**src/hdl/zhxpu_pkg.sv**
```systemverilog
package zhxpu_pkg;

	typedef logic [15:0] word_t;
	typedef logic [2:0] reg_addr_t;
	typedef logic [7:0] mem_addr_t;
	typedef logic [22:0] flash_addr_t;

	typedef enum logic [3:0] {
		ADDU   = 4'h0,
		SUBU   = 4'h1,
		AND_OP = 4'h2,
		OR_OP  = 4'h3,
		LI     = 4'h4,
		LW     = 4'h5,
		SW     = 4'h6,
		BEQZ   = 4'h7,
		HALT   = 4'hf
	} opcode_t;

	localparam int NUM_REGS = 8;

	// Stores here go to the LED register, not RAM
	localparam mem_addr_t LED_ADDR = 8'd255;

	// Instruction fields
	function automatic opcode_t inst_op(input word_t inst);
		return opcode_t'(inst[15:12]);
	endfunction

	function automatic reg_addr_t inst_rd(input word_t inst);
		return inst[11:9];
	endfunction

	function automatic reg_addr_t inst_rs(input word_t inst);
		return inst[8:6];
	endfunction

	function automatic reg_addr_t inst_rt(input word_t inst);
		return inst[5:3];
	endfunction

	function automatic logic [7:0] inst_imm(input word_t inst);
		return inst[7:0];
	endfunction

endpackage
```
**src/hdl/zhxpu.sv**
```systemverilog
`timescale 1ns/1ns

module zhxpu #(
	parameter int BOOT_WORDS = 64,
	parameter int FLASH_WAIT = 3
) (
	input  logic                   raw_clk,
	input  logic                   rst,
	output zhxpu_pkg::flash_addr_t flash_addr,
	input  zhxpu_pkg::word_t       flash_data,
	output logic                   flash_ce,
	output logic                   flash_oe,
	output logic [6:0]             seg1,
	output logic [6:0]             seg2,
	output zhxpu_pkg::word_t       led,
	output logic                   boot_done,
	output logic                   halted
);
	import zhxpu_pkg::*;

	logic        flash_read_ctrl;
	logic        flash_ready;
	flash_addr_t mflash_addr;
	word_t       mflash_data;
	logic        init_we;
	mem_addr_t   init_addr;
	word_t       init_data;
	mem_addr_t   mem_addr;
	word_t       mem_wdata;
	logic        mem_we;
	word_t       rdata;
	mem_addr_t   pc;
	logic [3:0]  dig1_data;
	logic [3:0]  dig2_data;

	flash_ctrl #(.FLASH_WAIT(FLASH_WAIT)) u_flash_ctrl (
		.raw_clk(raw_clk),
		.rst(rst),
		.addr(mflash_addr),
		.read_ctrl(flash_read_ctrl),
		.flash_addr(flash_addr),
		.flash_data(flash_data),
		.flash_ce(flash_ce),
		.flash_oe(flash_oe),
		.data(mflash_data),
		.flash_ready(flash_ready)
	);

	bootloader #(.BOOT_WORDS(BOOT_WORDS)) u_bootloader (
		.raw_clk(raw_clk),
		.rst(rst),
		.flash_ready(flash_ready),
		.flash_data(mflash_data),
		.read_ctrl(flash_read_ctrl),
		.caddr(mflash_addr),
		.write_ctrl(init_we),
		.init_addr(init_addr),
		.init_data(init_data),
		.boot_done(boot_done)
	);

	unified_ram u_ram (
		.raw_clk(raw_clk),
		.boot_done(boot_done),
		.init_addr(init_addr),
		.init_data(init_data),
		.init_we(init_we),
		.mem_addr(mem_addr),
		.mem_wdata(mem_wdata),
		.mem_we(mem_we),
		.rdata(rdata)
	);

	cpu_core u_core (
		.raw_clk(raw_clk),
		.rst(rst),
		.boot_done(boot_done),
		.mem_addr(mem_addr),
		.mem_wdata(mem_wdata),
		.mem_we(mem_we),
		.rdata(rdata),
		.pc(pc),
		.led(led),
		.halted(halted)
	);

	// Copy address while booting, pc once running
	assign dig1_data = boot_done ? pc[7:4] : init_addr[7:4];
	assign dig2_data = boot_done ? pc[3:0] : init_addr[3:0];

	dig_ctrl u_dig_ctrl_1 (
		.dig(dig1_data),
		.light(seg1)
	);

	dig_ctrl u_dig_ctrl_2 (
		.dig(dig2_data),
		.light(seg2)
	);

endmodule

```
**src/hdl/dig_ctrl.sv**
```systemverilog
`timescale 1ns/1ns

module dig_ctrl (
	input  logic [3:0] dig,
	output logic [6:0] light
);
	// Active low, bit order g f e d c b a
	always_comb begin
		case (dig)
			4'h0: light = 7'b1000000;
			4'h1: light = 7'b1111001;
			4'h2: light = 7'b0100100;
			4'h3: light = 7'b0110000;
			4'h4: light = 7'b0011001;
			4'h5: light = 7'b0010010;
			4'h6: light = 7'b0000010;
			4'h7: light = 7'b1111000;
			4'h8: light = 7'b0000000;
			4'h9: light = 7'b0010000;
			4'ha: light = 7'b0001000;
			4'hb: light = 7'b0000011;
			4'hc: light = 7'b1000110;
			4'hd: light = 7'b0100001;
			4'he: light = 7'b0000110;
			default: light = 7'b0001110;
		endcase
	end

endmodule

```
**src/hdl/cpu_core.sv**
```systemverilog
`timescale 1ns/1ns

module cpu_core (
	input  logic                 raw_clk,
	input  logic                 rst,
	input  logic                 boot_done,
	output zhxpu_pkg::mem_addr_t mem_addr,
	output zhxpu_pkg::word_t     mem_wdata,
	output logic                 mem_we,
	input  zhxpu_pkg::word_t     rdata,
	output zhxpu_pkg::mem_addr_t pc,
	output zhxpu_pkg::word_t     led,
	output logic                 halted
);
	import zhxpu_pkg::*;

	typedef enum logic [2:0] {S_BOOT, S_FETCH, S_EXEC, S_LOAD, S_HALT} state_t;

	state_t    state;
	word_t     ir;
	word_t     inst;
	opcode_t   op;
	word_t     rs_val;
	word_t     rt_val;
	word_t     alu_op2;
	word_t     alu_res;
	logic      alu_zero;
	logic      exec;
	logic      mem_op;
	logic      reg_we;
	word_t     reg_wval;
	mem_addr_t pc_next;

	// Instruction shows up on rdata in EXEC, ir keeps it for LOAD
	assign inst = (state == S_EXEC) ? rdata : ir;
	assign op = inst_op(inst);
	assign exec = (state == S_EXEC);
	assign mem_op = exec && (op == LW || op == SW);

	assign alu_op2 = (op == LI) ? word_t'(inst_imm(inst)) : rt_val;

	register_file u_regs (
		.raw_clk(raw_clk),
		.rst(rst),
		.read_addr1(inst_rs(inst)),
		.read_value1(rs_val),
		.read_addr2(inst_rt(inst)),
		.read_value2(rt_val),
		.write_en(reg_we),
		.write_addr(inst_rd(inst)),
		.write_value(reg_wval)
	);

	alu u_alu (
		.opn(op),
		.op1(rs_val),
		.op2(alu_op2),
		.res(alu_res),
		.zero(alu_zero)
	);

	assign reg_we = (exec && op inside {ADDU, SUBU, AND_OP, OR_OP, LI}) || (state == S_LOAD);
	assign reg_wval = (state == S_LOAD) ? rdata : alu_res;

	assign mem_addr = mem_op ? rs_val[7:0] : pc;
	assign mem_wdata = rt_val;
	assign mem_we = exec && op == SW && mem_addr != LED_ADDR;

	// Offset is relative to the next pc
	assign pc_next = (op == BEQZ && alu_zero) ? pc + 8'd1 + inst_imm(inst) : pc + 8'd1;

	always_ff @(posedge raw_clk) begin
		if (rst) begin
			state <= S_BOOT;
			pc <= '0;
			led <= '0;
			halted <= 1'b0;
		end else begin
			case (state)
				S_BOOT: if (boot_done) state <= S_FETCH;
				S_FETCH: state <= S_EXEC;
				S_EXEC: begin
					if (op == HALT) begin
						halted <= 1'b1;
						state <= S_HALT;
					end else begin
						pc <= pc_next;
						state <= (op == LW) ? S_LOAD : S_FETCH;
					end
					if (op == SW && mem_addr == LED_ADDR)
						led <= rt_val;
				end
				S_LOAD: state <= S_FETCH;
				S_HALT: state <= S_HALT;
				default: state <= S_BOOT;
			endcase
		end
	end

	always_ff @(posedge raw_clk) begin
		if (exec)
			ir <= rdata;
	end

endmodule

```
**src/hdl/alu.sv**
```systemverilog
`timescale 1ns/1ns

module alu (
	input  zhxpu_pkg::opcode_t opn,
	input  zhxpu_pkg::word_t   op1,
	input  zhxpu_pkg::word_t   op2,
	output zhxpu_pkg::word_t   res,
	output logic               zero
);
	import zhxpu_pkg::*;

	always_comb begin
		case (opn)
			ADDU:    res = op1 + op2;
			SUBU:    res = op1 - op2;
			AND_OP:  res = op1 & op2;
			OR_OP:   res = op1 | op2;
			// Immediate comes in on op2
			LI:      res = op2;
			// Pass rs so zero serves the branch test
			default: res = op1;
		endcase
	end

	assign zero = (res == '0);

endmodule

```
**src/hdl/register_file.sv**
```systemverilog
`timescale 1ns/1ns

module register_file (
	input  logic                 raw_clk,
	input  logic                 rst,
	input  zhxpu_pkg::reg_addr_t read_addr1,
	output zhxpu_pkg::word_t     read_value1,
	input  zhxpu_pkg::reg_addr_t read_addr2,
	output zhxpu_pkg::word_t     read_value2,
	input  logic                 write_en,
	input  zhxpu_pkg::reg_addr_t write_addr,
	input  zhxpu_pkg::word_t     write_value
);
	import zhxpu_pkg::*;

	word_t regs [NUM_REGS];

	assign read_value1 = regs[read_addr1];
	assign read_value2 = regs[read_addr2];

	always_ff @(posedge raw_clk) begin
		if (rst) begin
			for (int i = 0; i < NUM_REGS; i++)
				regs[i] <= '0;
		end else if (write_en) begin
			regs[write_addr] <= write_value;
		end
	end

endmodule

```
**src/hdl/unified_ram.sv**
```systemverilog
`timescale 1ns/1ns

module unified_ram (
	input  logic                 raw_clk,
	input  logic                 boot_done,
	input  zhxpu_pkg::mem_addr_t init_addr,
	input  zhxpu_pkg::word_t     init_data,
	input  logic                 init_we,
	input  zhxpu_pkg::mem_addr_t mem_addr,
	input  zhxpu_pkg::word_t     mem_wdata,
	input  logic                 mem_we,
	output zhxpu_pkg::word_t     rdata
);
	import zhxpu_pkg::*;

	localparam int DEPTH = 2 ** $bits(mem_addr_t);

	word_t     mem [DEPTH];
	mem_addr_t sel_addr;
	word_t     sel_data;
	logic      sel_we;

	// Boot writer owns the port until boot_done
	assign sel_addr = boot_done ? mem_addr : init_addr;
	assign sel_data = boot_done ? mem_wdata : init_data;
	assign sel_we = boot_done ? mem_we : init_we;

	always_ff @(posedge raw_clk) begin
		if (sel_we)
			mem[sel_addr] <= sel_data;
		rdata <= mem[sel_addr];
	end

endmodule

```
**src/hdl/bootloader.sv**
```systemverilog
`timescale 1ns/1ns

module bootloader #(
	parameter int BOOT_WORDS = 64
) (
	input  logic                   raw_clk,
	input  logic                   rst,
	input  logic                   flash_ready,
	input  zhxpu_pkg::word_t       flash_data,
	output logic                   read_ctrl,
	output zhxpu_pkg::flash_addr_t caddr,
	output logic                   write_ctrl,
	output zhxpu_pkg::mem_addr_t   init_addr,
	output zhxpu_pkg::word_t       init_data,
	output logic                   boot_done
);
	import zhxpu_pkg::*;

	typedef enum logic [1:0] {S_START, S_WAIT, S_WRITE, S_DONE} state_t;

	state_t    state;
	mem_addr_t word_cnt;

	assign caddr = flash_addr_t'(word_cnt);
	assign init_addr = word_cnt;

	always_ff @(posedge raw_clk) begin
		if (rst) begin
			state <= S_START;
			word_cnt <= '0;
			read_ctrl <= 1'b0;
			write_ctrl <= 1'b0;
			boot_done <= 1'b0;
		end else begin
			read_ctrl <= 1'b0;
			write_ctrl <= 1'b0;
			case (state)
				S_START: begin
					read_ctrl <= 1'b1;
					state <= S_WAIT;
				end
				S_WAIT: begin
					if (flash_ready) begin
						write_ctrl <= 1'b1;
						state <= S_WRITE;
					end
				end
				S_WRITE: begin
					if (word_cnt == mem_addr_t'(BOOT_WORDS - 1)) begin
						boot_done <= 1'b1;
						state <= S_DONE;
					end else begin
						// Next word, address moves with the request
						word_cnt <= word_cnt + 1'b1;
						read_ctrl <= 1'b1;
						state <= S_WAIT;
					end
				end
				default: state <= S_DONE;
			endcase
		end
	end

	always_ff @(posedge raw_clk) begin
		if (state == S_WAIT && flash_ready)
			init_data <= flash_data;
	end

endmodule

```
**src/hdl/flash_ctrl.sv**
```systemverilog
`timescale 1ns/1ns

module flash_ctrl #(
	parameter int FLASH_WAIT = 3
) (
	input  logic                   raw_clk,
	input  logic                   rst,
	input  zhxpu_pkg::flash_addr_t addr,
	input  logic                   read_ctrl,
	output zhxpu_pkg::flash_addr_t flash_addr,
	input  zhxpu_pkg::word_t       flash_data,
	output logic                   flash_ce,
	output logic                   flash_oe,
	output zhxpu_pkg::word_t       data,
	output logic                   flash_ready
);
	localparam int CW = $clog2(FLASH_WAIT + 1);

	logic [CW-1:0] wait_cnt;
	logic          busy;
	logic          last;

	// Chip enable low means an access is in progress
	assign busy = ~flash_ce;
	assign last = busy && (wait_cnt == '0);

	always_ff @(posedge raw_clk) begin
		if (rst) begin
			flash_ce <= 1'b1;
			flash_oe <= 1'b1;
			flash_ready <= 1'b0;
			wait_cnt <= '0;
		end else begin
			flash_ready <= 1'b0;
			if (!busy && read_ctrl) begin
				flash_ce <= 1'b0;
				flash_oe <= 1'b0;
				wait_cnt <= CW'(FLASH_WAIT - 1);
			end else if (last) begin
				flash_ce <= 1'b1;
				flash_oe <= 1'b1;
				flash_ready <= 1'b1;
			end else if (busy) begin
				wait_cnt <= wait_cnt - 1'b1;
			end
		end
	end

	always_ff @(posedge raw_clk) begin
		if (!busy && read_ctrl)
			flash_addr <= addr;
		// Sample at the end of the access window
		if (last)
			data <= flash_data;
	end

endmodule

```
**config.mk**
```make
export PLATFORM = sky130hd
export DESIGN_NAME = zhxpu
export DESIGN_NICKNAME = d
export VERILOG_FILES = /design/src/hdl/zhxpu_pkg.sv /design/src/hdl/zhxpu.sv /design/src/hdl/dig_ctrl.sv /design/src/hdl/cpu_core.sv /design/src/hdl/alu.sv /design/src/hdl/register_file.sv /design/src/hdl/unified_ram.sv /design/src/hdl/bootloader.sv /design/src/hdl/flash_ctrl.sv
export SDC_FILE = /design/constraint.sdc
export NUM_CORES = 2
export LEC_CHECK = 0
export BUFFER_PORTS_ARGS = -buffer_cell sky130_fd_sc_hd__buf_2
export CAP_MARGIN = 20
export CORE_MARGIN = 2
export CORE_UTILIZATION = 40
export DETAILED_ROUTE_END_ITERATION = 10
export PLACE_DENSITY = 0.6
export SLEW_MARGIN = 20
export SYNTH_ARGS = -nofsm -noshare
export SYNTH_HDL_FRONTEND = slang
export SYNTH_MEMORY_MAX_BITS = 65536
export SYNTH_SLANG_ARGS = --single-unit
```
**constraint.sdc**
```tcl
create_clock -name raw_clk -period 20.6 [get_ports raw_clk]
set_clock_uncertainty 0.15 [all_clocks]
set_input_delay 5.15 -clock raw_clk [delete_from_list [all_inputs] [get_ports raw_clk]]
set_output_delay 5.15 -clock raw_clk [all_outputs]
set_load 0.01 [all_outputs]
```
==> impl.org <==
** Status
- The run finished with clean final reports.

** Clock network
- # clock sinks :: 4341
- After clock tree synthesis, the clock-pin slew on the worst setup and hold paths is 0.06 ns.
- For the worst-skew pair, the clock arrives at the later sink with an insertion delay of 1.00 ns.
- CTS H-Tree Depth :: 5
- The clock passes through at most 4 buffers.
- Number of buffers added to fix hold violations after cts :: 0
- TritonCTS built the clock tree.
- After clock tree synthesis, the setup repair step added 0 buffers.
- In this run, CTS created clock tree buffers numbering 430.
- Root buffer cell :: clkbuf_16
- Gates resized during post-CTS repair numbered 0.

** Synth
- In the synthesized netlist the async set-or-reset flop fraction comes to 0.
- The synthesized netlist contains 93 unique library cells.
- In this run the mean area of a mapped cell was 19.2 um2.
- Summing every instance area after synthesis gives 171000 um2.
- For this run, the register share of the synthesized area comes to 0.757.
- Number of synthesized register bits :: 4341
- Number of synthesized flops with an enable pin :: 4264
- Post-Syn Instances :: 8934
- Yosys warning total :: 0
- For this run, the leading register cell type out of synthesis is edfxtp_1.

** GRT
- The first global-routing pass estimated 756000 um of wire.
- Total global routing overflow :: 0
- In the global route stage, met3 resource usage came out at 0.0683.
- For this run, the total global-route usage over all layers was measured as 0.250.
- After global routing, the most crowded layer is met2.
- Fraction of met2 tracks used by global routing :: 0.375
- The number of global-route vias before repair came to 92719.
- Number of antenna violations at the first check in global routing :: 50
- In the global route stage, met1 resource usage came out at 0.337.
- Entering global routing, the biggest net connects 193 pins.

** Floorplan
- The floorplan step set the die width to 658 um.
- Die extent in y :: 658 um
- In this run the count of I/O pins placed on the die edge is 75.
- The die covers 433000 um2.
- The floorplan has 240 rows.
- Initial core utilization :: 0.401
- In this run the standard cell core region covers 427000 um2.

** Setup path
- Crit Reg-Reg Startpoint :: u_core.state[2]
- For this run, the slowest stage of the critical path takes 0.62 ns.
- Critical path arrival :: 4.04 ns
- For flop-to-flop paths, the worst setup slack is 11.26 ns.
- Sequence of cells on the critical path :: buf_4 -> inv_1 -> nand2_1 -> nand2_1 -> inv_1 -> ha_1 -> nor2b_1 -> a21oi_1 -> o22ai_1 -> buf_2
- Kind of end point of the critical path :: primary output
- By startpoint and endpoint, the worst setup path is classified as flip-flop to primary output.
- STA classifies the critical path startpoint as a flip-flop.
- The endpoint identified for the worst register-to-register timing path is u_ram.rdata[15].
- Critical path data required time :: 15.30 ns
- Source of the critical timing path :: u_bootloader.boot_done
- Critical Path Fanout Max :: 38
- Timing endpoint of the critical path :: seg1[4]
- Counting cells, the worst reg-to-reg path comes to 20.
- Among all stages on the critical path, the largest delay is contributed by dfxtp_4.

** Cells and area
- Relative to the synthesized area, the layout overhead comes to 13.8%.
- Non-Filler Instances :: 15468
- Leaving out fill and tap cells, the most frequent cells in the layout are edfxtp_1, mux4_2, nand2_1.
- For this run, the share of the core covered by cells in the final layout is 0.457.
- Commonest non-fill, non-tap cell in the layout :: edfxtp_1
- At the end of the flow, the number of nets in the layout was 9460.
- In the final layout, the share of cells above drive strength 1 is 0.242.
- The finished cells cover 195000 um2.

** Pwr
- Logic pwr share :: 0.039
- The share of total power dissipated in sequential elements is 0.535.
- IR analysis of the VDD net gives a maximum drop of 0.0000756 V.
- The internal portion of the total power is 0.0141 W.
- Switching share of power :: 0.216
- Net switching component of the power :: 0.00388 W
- Fraction of power consumed by the clock network :: 0.426
- Dividing total power by cell area gives a power density of 92.2 nW/um2.
- Total leakage power :: 61.7 nW

** Detailed routing
- Post-DRT Antenna Nets :: 0
- Routed Wire Length :: 555000 um
- Total number of vias :: 95803
- DR vias/cell :: 6.19
- Initial drt markers :: 15581
- In the routed design, unresolved DRC markers number 0.
- Avg WL per Cell :: 35.9 um
- Length of the first detailed-routing pass in iterations :: 8

** Placement
- Once detailed placement completed, the half-perimeter wirelength came to 342000 um.
- After detailed placement, the total cell area comes to 181000 um2.
- Number of buffers inserted by port buffering :: 59
- Before CTS, the worst setup slack after placement is 11.55 ns.
- Routability-driven placement finished with a final weighted congestion of 0.905.
- Number of placed instances with taps included :: 14648

** STA
- At the pin with the least slew margin, the transition time is 1.23 ns.
- Worst-case setup margin in the final layout :: 11.26 ns
- Slew headroom :: 0.177
- Final max-slew violation count :: 0
- Ratio of final minimum period to clock period :: 0.453
- Setup TNS :: 0 ns
- The count of endpoints failing hold in the final timing report was 0.
- Achievable Freq :: 107 MHz
- Setup violations remaining at the end of the flow were counted as 0.
- For the finished layout, the period the worst path requires is 9.34 ns.
- Unrepaired setup endpoints after global routing :: false

** Run
- Across the run, the number of max-cap violations was 0.

** Hold path
- Min-Delay Path Class :: flip-flop to flip-flop
## area by class of cell
type / instances / area, um2
Fill cell: 35690 / 232000
Sequential cell: 4341 / 130000
Multi-Input combinational cell: 3996 / 40000
Clock buffer: 523 / 11200
Tap cell: 5687 / 7120
Timing Repair Buffer: 553 / 4290
Clock inverter: 268 / 2310
Inverter: 76 / 288
Antenna cell: 24 / 60.1
## state kept, by name, indices dropped and copies added (netlist names)
signal / cells
u_ram.rdata: 16
u_core.ir: 16
u_flash_ctrl.data: 16
u_core.led: 16
u_ram.mem: 4096
u_core.pc: 8
u_bootloader.boot_done: 1
u_bootloader.read_ctrl: 1
u_flash_ctrl.flash_addr: 8
u_core.u_regs.regs: 128
u_flash_ctrl.wait_cnt: 2
u_flash_ctrl.flash_ce: 1
u_core.state: 3
u_bootloader.state: 2
u_bootloader.init_data: 16
u_bootloader.init_addr: 8
u_flash_ctrl.flash_ready: 1
u_core.halted: 1
u_bootloader.write_ctrl: 1
## cell usage after synthesis, drive strengths merged (16+ instances only)
library cell  instances  area share
nand3               152      0.0044
nand4                85      0.0032
nand2               651       0.014
o211ai               25      0.0011
ha                   42      0.0031
nor4                 23     0.00088
a211oi               62      0.0028
nand2b               16     0.00058
a21o                 16     0.00070
inv                  76      0.0017
a21oi               232      0.0069
a32oi                77      0.0039
a31oi                37      0.0014
mux2                 19      0.0012
mux4                903        0.12
nor2                572       0.013
and3                 24     0.00088
xnor2                22      0.0011
o21ai                85      0.0026
edfxtp             4264        0.75
nor2b                25     0.00091
a311oi               17     0.00087
nor3                 55      0.0017
a22o                 31      0.0016
xor2                 18     0.00092
a2111oi              25      0.0013
o22ai                21     0.00077
clkbuf              171      0.0037
a22oi               340       0.015
mux2i               244       0.014
dfxtp                77      0.0090
buf                 364       0.012
## worst min-delay path by stage
stage	from	to	slack (ns)	cells past startpoint
after detailed placement	u_flash_ctrl.data[5]	u_bootloader.init_data[5]	0.26	0
after floorplan	u_flash_ctrl.data[0]	u_bootloader.init_data[0]	0.25	0
after global routing	u_flash_ctrl.data[3]	u_bootloader.init_data[3]	0.28	0
after CTS	u_flash_ctrl.data[5]	u_bootloader.init_data[5]	0.27	0
final	u_flash_ctrl.data[5]	u_bootloader.init_data[5]	0.27	0
after global placement	u_flash_ctrl.data[13]	u_bootloader.init_data[13]	0.26	0
## power by group through the flow
stage	Clock, W	Combinational (W)	Sequential (W)
after global placement	0	0.000669	0.00980
after detailed placement	0	0.000680	0.00980
after CTS	0.00771	0.000685	0.00961
final	0.00765	0.000697	0.00961
after global routing	0.00804	0.000742	0.00961
after floorplan	0	0.000446	0.00980
## kinds of logic after synthesis
| group | after synthesis | synth area share |
|---|---|---|
| AOI/OAI and AO/OA | 1070 | 0.0440 |
| other | 1 | 0.0000219 |
| xor gates and xnor gates | 40 | 0.00205 |
| muxes | 1166 | 0.134 |
| DFF | 4341 | 0.757 |
| adders and majority gates | 50 | 0.00365 |
| buffers and inverters | 611 | 0.0177 |
| and+or+nand+nor | 1655 | 0.0418 |
## per-layer routing
| metal | up-vias | wire (um) | part of all wire |
|---|---|---|---|
| met5 | - | 609 | 0.0011 |
| met4 | 38 | 32300 | 0.058 |
| met1 | 50621 | 206000 | 0.37 |
| met2 | 6368 | 247000 | 0.44 |
| li1 | 37575 | - | - |
| met3 | 1201 | 69300 | 0.12 |
## critical path, delay by kind of cell, from the launching register on
family / cells / cell delay [ns]
adders and majority gates: 1 / 0.24
DFF: 1 / 0.62
and+or+nand+nor: 3 / 0.70
buffers and inverters: 4 / 1.25
AOI/OAI and AO/OA: 2 / 0.24
## through the flow
step                hold slack, ns  power [W]
global placement             0.264     0.0105
floorplan                    0.250     0.0102
CTS                          0.269     0.0180
global route                 0.282     0.0184
detailed placement           0.255     0.0105
finish                       0.267     0.0180
Note: power is estimated with default switching activity, not from simulation.
